**src/glb_port_pkg.sv**
```systemverilog
/*
 * Port counts of the global buffer
 * Index widths assume two ports per direction
 */
package glb_port_pkg;

    // ======================================================================
    // Port side
    // ======================================================================
    localparam int NUM_WR   = 2;
    localparam int NUM_RD   = 2;
    localparam int WR_IDX_W = 1;
    localparam int RD_IDX_W = 1;

endpackage

```
**src/glb_geom_pkg.sv**
```systemverilog
/*
 * Storage geometry of the global buffer
 * BANK_WORDS must stay a power of two so that a row is a plain bit field
 * SPAN_W must hold NUM_BANK * BANK_WORDS
 */
package glb_geom_pkg;

    // ======================================================================
    // Bank geometry
    // ======================================================================
    localparam int NUM_BANK   = 4;
    localparam int BANK_WORDS = 16;
    localparam int ROW_W      = $clog2(BANK_WORDS);
    localparam int BANK_IDX_W = $clog2(NUM_BANK);

    // ======================================================================
    // Word and address widths
    // ======================================================================
    localparam int DATA_W = 32;
    localparam int ADDR_W = 8;
    // Largest span is all banks at once, 64 words
    localparam int SPAN_W = 7;

endpackage
```
**src/glb_top.sv**
```systemverilog
`timescale 1ns/1ps
/*
 * Banked global buffer, two write and two read ports over four banks
 * Bank masks are static and may only change while rst_n is low
 * Read data returns one cycle after an accepted read strobe
 */
module glb_top (
    input  logic                                                        clk,
    input  logic                                                        rst_n,
    input  logic [glb_port_pkg::NUM_WR-1:0][glb_geom_pkg::NUM_BANK-1:0] cfg_wr_mask_i,
    input  logic [glb_port_pkg::NUM_RD-1:0][glb_geom_pkg::NUM_BANK-1:0] cfg_rd_mask_i,
    input  logic [glb_port_pkg::NUM_WR-1:0]                             wr_vld_i,
    input  logic [glb_port_pkg::NUM_WR-1:0][glb_geom_pkg::ADDR_W-1:0]   wr_addr_i,
    input  logic [glb_port_pkg::NUM_WR-1:0][glb_geom_pkg::DATA_W-1:0]   wr_data_i,
    input  logic [glb_port_pkg::NUM_RD-1:0]                             rd_vld_i,
    input  logic [glb_port_pkg::NUM_RD-1:0][glb_geom_pkg::ADDR_W-1:0]   rd_addr_i,
    output logic [glb_port_pkg::NUM_WR-1:0]                             wr_full_o,
    output logic [glb_port_pkg::NUM_RD-1:0]                             rd_empty_o,
    output logic [glb_port_pkg::NUM_RD-1:0][glb_geom_pkg::DATA_W-1:0]   rd_data_o,
    output logic [glb_port_pkg::NUM_RD-1:0]                             rd_data_vld_o
);

    logic [glb_port_pkg::NUM_WR-1:0][glb_geom_pkg::BANK_IDX_W-1:0]  wr_bank;
    logic [glb_port_pkg::NUM_WR-1:0][glb_geom_pkg::ROW_W-1:0]       wr_row;
    logic [glb_port_pkg::NUM_WR-1:0][glb_geom_pkg::SPAN_W-1:0]      wr_span;
    logic [glb_port_pkg::NUM_RD-1:0][glb_geom_pkg::BANK_IDX_W-1:0]  rd_bank;
    logic [glb_port_pkg::NUM_RD-1:0][glb_geom_pkg::ROW_W-1:0]       rd_row;
    logic [glb_port_pkg::NUM_RD-1:0][glb_geom_pkg::SPAN_W-1:0]      rd_span;
    logic [glb_port_pkg::NUM_WR-1:0]                                wr_en;
    logic [glb_port_pkg::NUM_RD-1:0]                                rd_en;
    logic [glb_geom_pkg::NUM_BANK-1:0][glb_geom_pkg::DATA_W-1:0]    bank_rdata;
    logic [glb_geom_pkg::NUM_BANK-1:0][glb_geom_pkg::ADDR_W-1:0]    bank_wr_addr;
    logic [glb_geom_pkg::NUM_BANK-1:0]                              bank_written;
    logic [glb_geom_pkg::NUM_BANK-1:0][glb_geom_pkg::ADDR_W-1:0]    bank_rd_addr;
    logic [glb_geom_pkg::NUM_BANK-1:0]                              bank_read;
    logic [glb_geom_pkg::NUM_BANK-1:0][glb_port_pkg::WR_IDX_W-1:0]  bank_wr_owner;
    logic [glb_geom_pkg::NUM_BANK-1:0][glb_port_pkg::RD_IDX_W-1:0]  bank_rd_owner;

    // ======================================================================
    // Address decode, one per port
    // ======================================================================
    glb_addr_decode u_wr_dec [glb_port_pkg::NUM_WR-1:0] (
        .cfg_mask_i (cfg_wr_mask_i),
        .addr_i     (wr_addr_i),
        .bank_o     (wr_bank),
        .row_o      (wr_row),
        .span_o     (wr_span)
    );

    glb_addr_decode u_rd_dec [glb_port_pkg::NUM_RD-1:0] (
        .cfg_mask_i (cfg_rd_mask_i),
        .addr_i     (rd_addr_i),
        .bank_o     (rd_bank),
        .row_o      (rd_row),
        .span_o     (rd_span)
    );

    // ======================================================================
    // Banks and port status
    // ======================================================================
    glb_bank_array u_banks (
        .clk             (clk),
        .rst_n           (rst_n),
        .cfg_wr_mask_i   (cfg_wr_mask_i),
        .cfg_rd_mask_i   (cfg_rd_mask_i),
        .wr_en_i         (wr_en),
        .wr_bank_i       (wr_bank),
        .wr_row_i        (wr_row),
        .wr_addr_i       (wr_addr_i),
        .wr_data_i       (wr_data_i),
        .rd_en_i         (rd_en),
        .rd_bank_i       (rd_bank),
        .rd_row_i        (rd_row),
        .rd_addr_i       (rd_addr_i),
        .bank_rdata_o    (bank_rdata),
        .bank_wr_addr_o  (bank_wr_addr),
        .bank_written_o  (bank_written),
        .bank_rd_addr_o  (bank_rd_addr),
        .bank_read_o     (bank_read),
        .bank_wr_owner_o (bank_wr_owner),
        .bank_rd_owner_o (bank_rd_owner)
    );

    glb_port_status u_status (
        .clk             (clk),
        .rst_n           (rst_n),
        .wr_vld_i        (wr_vld_i),
        .rd_vld_i        (rd_vld_i),
        .wr_addr_i       (wr_addr_i),
        .rd_addr_i       (rd_addr_i),
        .cfg_wr_mask_i   (cfg_wr_mask_i),
        .cfg_rd_mask_i   (cfg_rd_mask_i),
        .wr_bank_i       (wr_bank),
        .wr_span_i       (wr_span),
        .rd_bank_i       (rd_bank),
        .rd_span_i       (rd_span),
        .bank_wr_addr_i  (bank_wr_addr),
        .bank_written_i  (bank_written),
        .bank_rd_addr_i  (bank_rd_addr),
        .bank_read_i     (bank_read),
        .bank_wr_owner_i (bank_wr_owner),
        .bank_rd_owner_i (bank_rd_owner),
        .bank_rdata_i    (bank_rdata),
        .wr_en_o         (wr_en),
        .rd_en_o         (rd_en),
        .wr_full_o       (wr_full_o),
        .rd_empty_o      (rd_empty_o),
        .rd_data_o       (rd_data_o),
        .rd_data_vld_o   (rd_data_vld_o)
    );

endmodule

```
**src/glb_port_status.sv**
```systemverilog
`timescale 1ns/1ps
/*
 * Per-port full/empty, strobe gating and read-data return
 * Requests made while full, empty or not owning the bank are dropped
 * Watermarks compare raw port addresses, not wrapped ones
 */
module glb_port_status (
    input  logic                                                         clk,
    input  logic                                                         rst_n,
    input  logic [glb_port_pkg::NUM_WR-1:0]                              wr_vld_i,
    input  logic [glb_port_pkg::NUM_RD-1:0]                              rd_vld_i,
    input  logic [glb_port_pkg::NUM_WR-1:0][glb_geom_pkg::ADDR_W-1:0]    wr_addr_i,
    input  logic [glb_port_pkg::NUM_RD-1:0][glb_geom_pkg::ADDR_W-1:0]    rd_addr_i,
    input  logic [glb_port_pkg::NUM_WR-1:0][glb_geom_pkg::NUM_BANK-1:0]  cfg_wr_mask_i,
    input  logic [glb_port_pkg::NUM_RD-1:0][glb_geom_pkg::NUM_BANK-1:0]  cfg_rd_mask_i,
    input  logic [glb_port_pkg::NUM_WR-1:0][glb_geom_pkg::BANK_IDX_W-1:0] wr_bank_i,
    input  logic [glb_port_pkg::NUM_WR-1:0][glb_geom_pkg::SPAN_W-1:0]    wr_span_i,
    input  logic [glb_port_pkg::NUM_RD-1:0][glb_geom_pkg::BANK_IDX_W-1:0] rd_bank_i,
    input  logic [glb_port_pkg::NUM_RD-1:0][glb_geom_pkg::SPAN_W-1:0]    rd_span_i,
    input  logic [glb_geom_pkg::NUM_BANK-1:0][glb_geom_pkg::ADDR_W-1:0]  bank_wr_addr_i,
    input  logic [glb_geom_pkg::NUM_BANK-1:0]                            bank_written_i,
    input  logic [glb_geom_pkg::NUM_BANK-1:0][glb_geom_pkg::ADDR_W-1:0]  bank_rd_addr_i,
    input  logic [glb_geom_pkg::NUM_BANK-1:0]                            bank_read_i,
    input  logic [glb_geom_pkg::NUM_BANK-1:0][glb_port_pkg::WR_IDX_W-1:0] bank_wr_owner_i,
    input  logic [glb_geom_pkg::NUM_BANK-1:0][glb_port_pkg::RD_IDX_W-1:0] bank_rd_owner_i,
    input  logic [glb_geom_pkg::NUM_BANK-1:0][glb_geom_pkg::DATA_W-1:0]  bank_rdata_i,
    output logic [glb_port_pkg::NUM_WR-1:0]                              wr_en_o,
    output logic [glb_port_pkg::NUM_RD-1:0]                              rd_en_o,
    output logic [glb_port_pkg::NUM_WR-1:0]                              wr_full_o,
    output logic [glb_port_pkg::NUM_RD-1:0]                              rd_empty_o,
    output logic [glb_port_pkg::NUM_RD-1:0][glb_geom_pkg::DATA_W-1:0]    rd_data_o,
    output logic [glb_port_pkg::NUM_RD-1:0]                              rd_data_vld_o
);

    // ======================================================================
    // Write ports
    // ======================================================================
    for (genvar p = 0; p < glb_port_pkg::NUM_WR; p++) begin : g_wr
        logic [glb_geom_pkg::ADDR_W-1:0] hi_rd;
        logic [glb_geom_pkg::ADDR_W-1:0] bound;
        logic                            any_rd;
        logic                            owns;

        // Highest read watermark over owned banks
        always_comb begin
            hi_rd  = '0;
            any_rd = 1'b0;
            for (int b = 0; b < glb_geom_pkg::NUM_BANK; b++) begin
                if (cfg_wr_mask_i[p][b]) begin
                    if (bank_rd_addr_i[b] > hi_rd) begin
                        hi_rd = bank_rd_addr_i[b];
                    end
                    any_rd = any_rd | bank_read_i[b];
                end
            end
        end

        // One extra slot once a read has happened
        assign bound = glb_geom_pkg::ADDR_W'(wr_span_i[p]) + glb_geom_pkg::ADDR_W'(any_rd);
        assign wr_full_o[p] = (wr_addr_i[p] - hi_rd) >= bound;

        assign owns = cfg_wr_mask_i[p][wr_bank_i[p]]
                    & (bank_wr_owner_i[wr_bank_i[p]] == glb_port_pkg::WR_IDX_W'(p));
        assign wr_en_o[p] = wr_vld_i[p] & (wr_span_i[p] != '0) & ~wr_full_o[p] & owns;
    end

    // ======================================================================
    // Read ports
    // ======================================================================
    for (genvar p = 0; p < glb_port_pkg::NUM_RD; p++) begin : g_rd
        logic [glb_geom_pkg::ADDR_W-1:0]     hi_wr;
        logic                                any_wr;
        logic                                owns;
        logic                                vld_q;
        logic [glb_geom_pkg::BANK_IDX_W-1:0] bank_q;

        always_comb begin
            hi_wr  = '0;
            any_wr = 1'b0;
            for (int b = 0; b < glb_geom_pkg::NUM_BANK; b++) begin
                if (cfg_rd_mask_i[p][b]) begin
                    if (bank_wr_addr_i[b] > hi_wr) begin
                        hi_wr = bank_wr_addr_i[b];
                    end
                    any_wr = any_wr | bank_written_i[b];
                end
            end
        end

        assign rd_empty_o[p] = ~any_wr | (rd_addr_i[p] > hi_wr);

        assign owns = cfg_rd_mask_i[p][rd_bank_i[p]]
                    & (bank_rd_owner_i[rd_bank_i[p]] == glb_port_pkg::RD_IDX_W'(p));
        assign rd_en_o[p] = rd_vld_i[p] & (rd_span_i[p] != '0) & ~rd_empty_o[p] & owns;

        // Remember which bank register carries this port's word
        always_ff @(posedge clk or negedge rst_n) begin
            if (!rst_n) begin
                vld_q  <= 1'b0;
                bank_q <= '0;
            end else begin
                vld_q <= rd_en_o[p];
                if (rd_en_o[p]) begin
                    bank_q <= rd_bank_i[p];
                end
            end
        end

        assign rd_data_vld_o[p] = vld_q;
        assign rd_data_o[p]     = bank_rdata_i[bank_q];
    end

endmodule

```
**src/glb_bank_array.sv**
```systemverilog
`timescale 1ns/1ps
/*
 * Four single-port banks with watermarks
 * Only the lowest-indexed claiming port of a direction touches a bank
 * Read data is registered per bank and holds until the next read
 */
module glb_bank_array (
    input  logic                                                         clk,
    input  logic                                                         rst_n,
    input  logic [glb_port_pkg::NUM_WR-1:0][glb_geom_pkg::NUM_BANK-1:0]  cfg_wr_mask_i,
    input  logic [glb_port_pkg::NUM_RD-1:0][glb_geom_pkg::NUM_BANK-1:0]  cfg_rd_mask_i,
    input  logic [glb_port_pkg::NUM_WR-1:0]                              wr_en_i,
    input  logic [glb_port_pkg::NUM_WR-1:0][glb_geom_pkg::BANK_IDX_W-1:0] wr_bank_i,
    input  logic [glb_port_pkg::NUM_WR-1:0][glb_geom_pkg::ROW_W-1:0]     wr_row_i,
    input  logic [glb_port_pkg::NUM_WR-1:0][glb_geom_pkg::ADDR_W-1:0]    wr_addr_i,
    input  logic [glb_port_pkg::NUM_WR-1:0][glb_geom_pkg::DATA_W-1:0]    wr_data_i,
    input  logic [glb_port_pkg::NUM_RD-1:0]                              rd_en_i,
    input  logic [glb_port_pkg::NUM_RD-1:0][glb_geom_pkg::BANK_IDX_W-1:0] rd_bank_i,
    input  logic [glb_port_pkg::NUM_RD-1:0][glb_geom_pkg::ROW_W-1:0]     rd_row_i,
    input  logic [glb_port_pkg::NUM_RD-1:0][glb_geom_pkg::ADDR_W-1:0]    rd_addr_i,
    output logic [glb_geom_pkg::NUM_BANK-1:0][glb_geom_pkg::DATA_W-1:0]  bank_rdata_o,
    output logic [glb_geom_pkg::NUM_BANK-1:0][glb_geom_pkg::ADDR_W-1:0]  bank_wr_addr_o,
    output logic [glb_geom_pkg::NUM_BANK-1:0]                            bank_written_o,
    output logic [glb_geom_pkg::NUM_BANK-1:0][glb_geom_pkg::ADDR_W-1:0]  bank_rd_addr_o,
    output logic [glb_geom_pkg::NUM_BANK-1:0]                            bank_read_o,
    output logic [glb_geom_pkg::NUM_BANK-1:0][glb_port_pkg::WR_IDX_W-1:0] bank_wr_owner_o,
    output logic [glb_geom_pkg::NUM_BANK-1:0][glb_port_pkg::RD_IDX_W-1:0] bank_rd_owner_o
);

    for (genvar b = 0; b < glb_geom_pkg::NUM_BANK; b++) begin : g_bank
        logic [glb_geom_pkg::DATA_W-1:0]   mem [glb_geom_pkg::BANK_WORDS];
        logic [glb_geom_pkg::DATA_W-1:0]   rdata_q;
        logic [glb_port_pkg::WR_IDX_W-1:0] wr_own;
        logic [glb_port_pkg::RD_IDX_W-1:0] rd_own;
        logic                              we;
        logic                              re;
        logic [glb_geom_pkg::ADDR_W-1:0]   wr_addr_q;
        logic [glb_geom_pkg::ADDR_W-1:0]   rd_addr_q;
        logic                              written_q;
        logic                              read_q;

        // ==================================================================
        // Ownership, lowest port index wins
        // ==================================================================
        always_comb begin
            wr_own = '0;
            for (int p = glb_port_pkg::NUM_WR - 1; p >= 0; p--) begin
                if (cfg_wr_mask_i[p][b]) begin
                    wr_own = p[glb_port_pkg::WR_IDX_W-1:0];
                end
            end
        end

        always_comb begin
            rd_own = '0;
            for (int p = glb_port_pkg::NUM_RD - 1; p >= 0; p--) begin
                if (cfg_rd_mask_i[p][b]) begin
                    rd_own = p[glb_port_pkg::RD_IDX_W-1:0];
                end
            end
        end

        // Owner must also aim at this bank
        assign we = wr_en_i[wr_own] & cfg_wr_mask_i[wr_own][b]
                  & (wr_bank_i[wr_own] == glb_geom_pkg::BANK_IDX_W'(b));
        assign re = rd_en_i[rd_own] & cfg_rd_mask_i[rd_own][b]
                  & (rd_bank_i[rd_own] == glb_geom_pkg::BANK_IDX_W'(b));

        // ==================================================================
        // Storage and read register
        // ==================================================================
        always_ff @(posedge clk) begin
            if (we) begin
                mem[wr_row_i[wr_own]] <= wr_data_i[wr_own];
            end
            if (re) begin
                rdata_q <= mem[rd_row_i[rd_own]];
            end
        end

        // Watermarks hold the raw port address of the last access
        always_ff @(posedge clk or negedge rst_n) begin
            if (!rst_n) begin
                wr_addr_q <= '0;
                written_q <= 1'b0;
                rd_addr_q <= '0;
                read_q    <= 1'b0;
            end else begin
                if (we) begin
                    wr_addr_q <= wr_addr_i[wr_own];
                    written_q <= 1'b1;
                end
                if (re) begin
                    rd_addr_q <= rd_addr_i[rd_own];
                    read_q    <= 1'b1;
                end
            end
        end

        assign bank_rdata_o[b]    = rdata_q;
        assign bank_wr_addr_o[b]  = wr_addr_q;
        assign bank_written_o[b]  = written_q;
        assign bank_rd_addr_o[b]  = rd_addr_q;
        assign bank_read_o[b]     = read_q;
        assign bank_wr_owner_o[b] = wr_own;
        assign bank_rd_owner_o[b] = rd_own;
    end

endmodule

```
**src/glb_addr_decode.sv**
```systemverilog
`timescale 1ns/1ps
/*
 * Maps one port address onto its owned banks
 * A zero mask gives span 0 and bank/row are then don't-care
 * Banks are counted up from the lowest owned one, gaps are not skipped
 */
module glb_addr_decode (
    input  logic [glb_geom_pkg::NUM_BANK-1:0]   cfg_mask_i,
    input  logic [glb_geom_pkg::ADDR_W-1:0]     addr_i,
    output logic [glb_geom_pkg::BANK_IDX_W-1:0] bank_o,
    output logic [glb_geom_pkg::ROW_W-1:0]      row_o,
    output logic [glb_geom_pkg::SPAN_W-1:0]     span_o
);

    logic [glb_geom_pkg::BANK_IDX_W-1:0]                  first_bank;
    logic [glb_geom_pkg::SPAN_W-glb_geom_pkg::ROW_W-1:0] num_bank;
    logic [glb_geom_pkg::ADDR_W-1:0]                      offs;

    // Lowest owned bank and number of owned banks
    always_comb begin
        first_bank = '0;
        num_bank   = '0;
        for (int b = glb_geom_pkg::NUM_BANK - 1; b >= 0; b--) begin
            if (cfg_mask_i[b]) begin
                first_bank = b[glb_geom_pkg::BANK_IDX_W-1:0];
                num_bank   = num_bank + 1;
            end
        end
    end

    // Span in words
    assign span_o = {num_bank, {glb_geom_pkg::ROW_W{1'b0}}};

    // Wrap inside the port's own space
    assign offs   = (span_o == '0) ? '0 : addr_i % span_o;
    assign row_o  = offs[glb_geom_pkg::ROW_W-1:0];
    assign bank_o = first_bank + offs[glb_geom_pkg::ROW_W +: glb_geom_pkg::BANK_IDX_W];

endmodule

```
**config.mk**
```make
export PLATFORM = sky130hd
export DESIGN_NAME = glb_top
export DESIGN_NICKNAME = d
export VERILOG_FILES = /design/src/glb_port_pkg.sv /design/src/glb_geom_pkg.sv /design/src/glb_top.sv /design/src/glb_port_status.sv /design/src/glb_bank_array.sv /design/src/glb_addr_decode.sv
export SDC_FILE = /design/constraint.sdc
export NUM_CORES = 2
export LEC_CHECK = 0
export BUFFER_PORTS_ARGS = -buffer_cell sky130_fd_sc_hd__clkbuf_2
export CAP_MARGIN = 20
export CORE_AREA = 5 5 505 507
export DETAILED_ROUTE_END_ITERATION = 10
export DIE_AREA = 0 0 510 512
export PLACE_DENSITY = 0.66
export SETUP_SLACK_MARGIN = 0.2
export SLEW_MARGIN = 5
export SYNTH_ARGS = -nofsm -noshare
export SYNTH_HDL_FRONTEND = slang
export SYNTH_SLANG_ARGS = --single-unit
```
**constraint.sdc**
```tcl
create_clock -name clk -period 11.5 [get_ports clk]
set_input_delay 1.15 -clock clk [delete_from_list [all_inputs] [get_ports clk]]
set_output_delay 1.15 -clock clk [all_outputs]
set_load 0.01 [all_outputs]
```
==> results by group <==
Run status
  • Status: complete, no violations

Cells and area
  • Fillers: 21,830
  • Final Cell Area: 112,200 sq um
  • Nets: 7,513
  • Final std cells w/o fill: 10,740
  • Area Overhead vs Synth: 12.88%
  • Layout cell share with drive strength beyond 1: 0.1307

STA
  • Slew Limit Fails: 0
  • Final Setup Violations: 0
  • Worst-Margin Slew: 1.171 ns
  • Final WS setup: 1.252 ns
  • Worst hold slack: 0.1587 ns
  • Rel. slew slack: 0.1994
  • Tcrit/Tclk final: 0.8912
  • Max Clock Freq: 97.58 MHz
  • RSZ-0062 raised after global routing: no
  • Worst Skew: 0.04566 ns
  • Final Hold Fails: 0
  • Final Critical Period: 10.25 ns

Clock tree
  • TritonCTS buffer count: 217
  • Maximum buffer depth of the clock tree: 3
  • Clock Pin Slew Worst Setup and Hold Paths: 0.06 ns
  • Htree depth: 4
  • Setup bufs post-CTS: 0
  • Hold_buf cts: 0
  • TritonCTS clock tree: done
  • PostCTS Resize Cnt: 0
  • Clk sinks: 2,254
  • Clock Root Buffer: clkbuf_16
  • Clk_lat worst skew: 0.86 ns

Global route
  • Tot GR Track Use: 0.2182
  • Largest net degree at the start of global routing: 193
  • Vias in the first global route: 59,750
  • Overflow after GRT: 0
  • Antenna violations before repair: 14
  • First-pass GRT wire length: 419,100 microns

Detailed routing
  • Via density: 5.812
  • # DRC: 0
  • Initial DRC Count: 6,912
  • Via count: 62,430
  • Routed len/inst: 27.28 microns
  • ANT nets after route: 0
  • Post-Route WL: 293,000 microns
  • Pre-Repair DR Iteration Count: 6

Min path
  • Worst min path class: in -> async

Yosys
  • Most frequent cells after synthesis: edfxtp_1 (2,176), a211oi_1 (902), nand2_1 (850)
  • Main flop type after synthesis: edfxtp_1
  • Cell accounting for the most synthesized area: edfxtp_1
  • Post-Syn Instances: 7,148
  • Post-Synthesis Net Count: 7,464
  • Top post-synthesis cells by area: edfxtp_1 (66%), a211oi_1 (6.8%), mux2i_1 (3.5%)
  • Count leader, synth: edfxtp_1
  • Mean post-synth cell area: 13.90 sq um
  • Cell variety after synth: 88
  • Yosys reg bits: 2,254
  • Synth top area share: 0.6574
  • Mapped Area: 99,390 sq um
  • Asr flop ratio synth: 0.03461
  • Synth warn: 0
  • Seq/Total Area, Yosys: 0.6771
  • EDFF count, synth: 2,176

Pwr
  • Power density over the cells: 203.0 nW/um^2
  • Register share of total power: 0.423
  • P_sw: 7.310 mW
  • Cell internal pwr: 15.47 mW
  • Logic pwr share: 0.265
  • Clock power share: 0.311
  • Switching share of power: 0.3209
  • Peak supply drop: 0.0001545 V
  • Pleak: 37.06 nW

Critical path
  • Worst-path fanout max: 14
  • Slowest Stage Delay on Critical Path: 0.72 ns
  • Crit path top cell by count: ha_1
  • Critical Path Sink Type: primary output
  • Reg2reg end: u_banks.g_bank[1].mem[7][19]
  • Critical path class: in -> out
  • Nature of the critical path startpoint: input port
  • Crit Reg-Reg Startpoint: u_banks.g_bank[0].rd_addr_q[5]
  • Slowest stage cell on the critical path: or4b_2
  • FF-to-FF path depth: 40
  • Flop-to-flop setup slack: 1.47 ns
  • Crit path DAT: 9.10 ns
  • Crit path required time: 10.35 ns

Die
  • Starting density of the core: 0.3975
  • Die area: 261,100 sq um
  • DIE WIDTH: 510 microns
  • # IOs: 188
  • Core area: 250,000 sq um
  • Standard-cell rows: 184
  • Height of the die: 512 microns

Run
  • Max Cap Viol: 0

Placement
  • Port Buffers: 187
  • Cells after DPL: 10,330
  • Pre-CTS setup slack: 0.6757 ns
  • HPWL after DPL: 194,700 microns
  • Post-placement cell area: 105,100 sq um
  • RD Place Congestion: 0.9466
-- power groups by stage --
stage               Clock [mW]  Sequential, mW  Combinational [mW]
global route              7.51            9.66                6.50
CTS                       7.17            9.64                5.95
floorplan                    0            9.64                3.87
detailed placement           0            9.81                5.92
finish                    7.09            9.65                6.04
global placement             0            9.81                5.84
-- metrics by stage --
step | TNS (ns) | util | power, mW
after global placement | 0 | 0.4201 | 15.65
after detailed placement | 0 | 0.4202 | 15.73
final | 0 | 0.4487 | 22.78
after floorplan | -723.21 | - | 13.51
after CTS | 0 | 0.4485 | 22.77
after global routing | 0 | 0.4486 | 23.66
-- flip-flops by register name, indices dropped and copies added, names as in the netlist --
signal                    flops
u_banks.g_bank.mem         2048
u_banks.g_bank.rd_addr_q     32
u_banks.g_bank.rdata_q      128
u_banks.g_bank.read_q         4
u_banks.g_bank.wr_addr_q     32
u_banks.g_bank.written_q      4
u_status.g_rd.bank_q          4
u_status.g_rd.vld_q           2
-- worst max-delay path: cells and delay by family --
family,cells,cell delay (ns)
XOR/XNOR,1,0.15
buffers and inverters,6,0.98
multiplexers,2,0.78
adder cells (fa/ha/maj),5,1.27
AO/OA/AOI/OAI,12,2.44
AND/OR/NAND/NOR,10,2.33
-- area by class of cell --
type | instances | area, sq um | area share
clock buffer | 263 | 5718 | 0.05097
inverter | 104 | 390.4 | 0.003480
antenna | 17 | 42.54 | 0.0003792
timing repair buffer | 334 | 2843 | 0.02534
sequential | 2254 | 67300 | 0.5999
clock inverter | 134 | 1356 | 0.01209
multi-input combinational | 4286 | 30350 | 0.2705
tap | 3348 | 4189 | 0.03734
-- placed cells by master (no fill, tap or decap), drive strengths merged, types with 8 or more instances in the layout --
master    count
o21ai       128
o21a         18
o211a        13
a21o         24
inv         111
clkinv       96
mux2i       350
nor2b        23
edfxtp     2176
nor3         69
bufinv       21
xnor2        22
or2          20
diode        17
a211oi      902
buf         148
dfrtp        78
nand2       850
o211ai       14
and2        526
clkinvlp     10
ha          196
mux4         68
clkbuf      449
mux2        134
a22oi         8
nand4        24
a21oi       349
a31oi       259
nand3        51
nor2         90
and3         11
nand2b       39
xor2         12
-- routing by layer --
layer  routed length [microns]  GRT usage  vias to the layer above  part of all wire
met2                    129400     0.3228                     2755              0.44
met5                        42          0                        -           0.00014
met4                     22920     0.1466                        6             0.078
met1                    118500     0.2932                    31380              0.40
met3                     22070    0.04004                      621             0.075
li1                          -          -                    27660                 -
-- how the worst max path moves through the flow --
stage / from / end / cells after the start
after CTS: cfg_wr_mask_i[4] / wr_full_o[1] / 36
final: cfg_wr_mask_i[4] / wr_full_o[1] / 36
after global placement: cfg_wr_mask_i[4] / u_banks.g_bank[1].mem[7][18] / 41
after floorplan: cfg_wr_mask_i[0] / u_banks.g_bank[2].mem[0][0] / 45
after global routing: cfg_wr_mask_i[4] / wr_full_o[1] / 36
after detailed placement: cfg_wr_mask_i[4] / u_banks.g_bank[1].mem[5][16] / 42
-- cells by family after synthesis --
| group | after synthesis | share of synthesized area |
|---|---|---|
| AO/OA/AOI/OAI | 1771 | 0.1204 |
| XOR/XNOR | 34 | 0.002996 |
| adder cells (fa/ha/maj) | 198 | 0.02508 |
| buffers and inverters | 608 | 0.02382 |
| flip-flops | 2254 | 0.6771 |
| multiplexers | 552 | 0.06599 |
| AND/OR/NAND/NOR | 1731 | 0.08468 |
(Power assumes the default switching activity.)
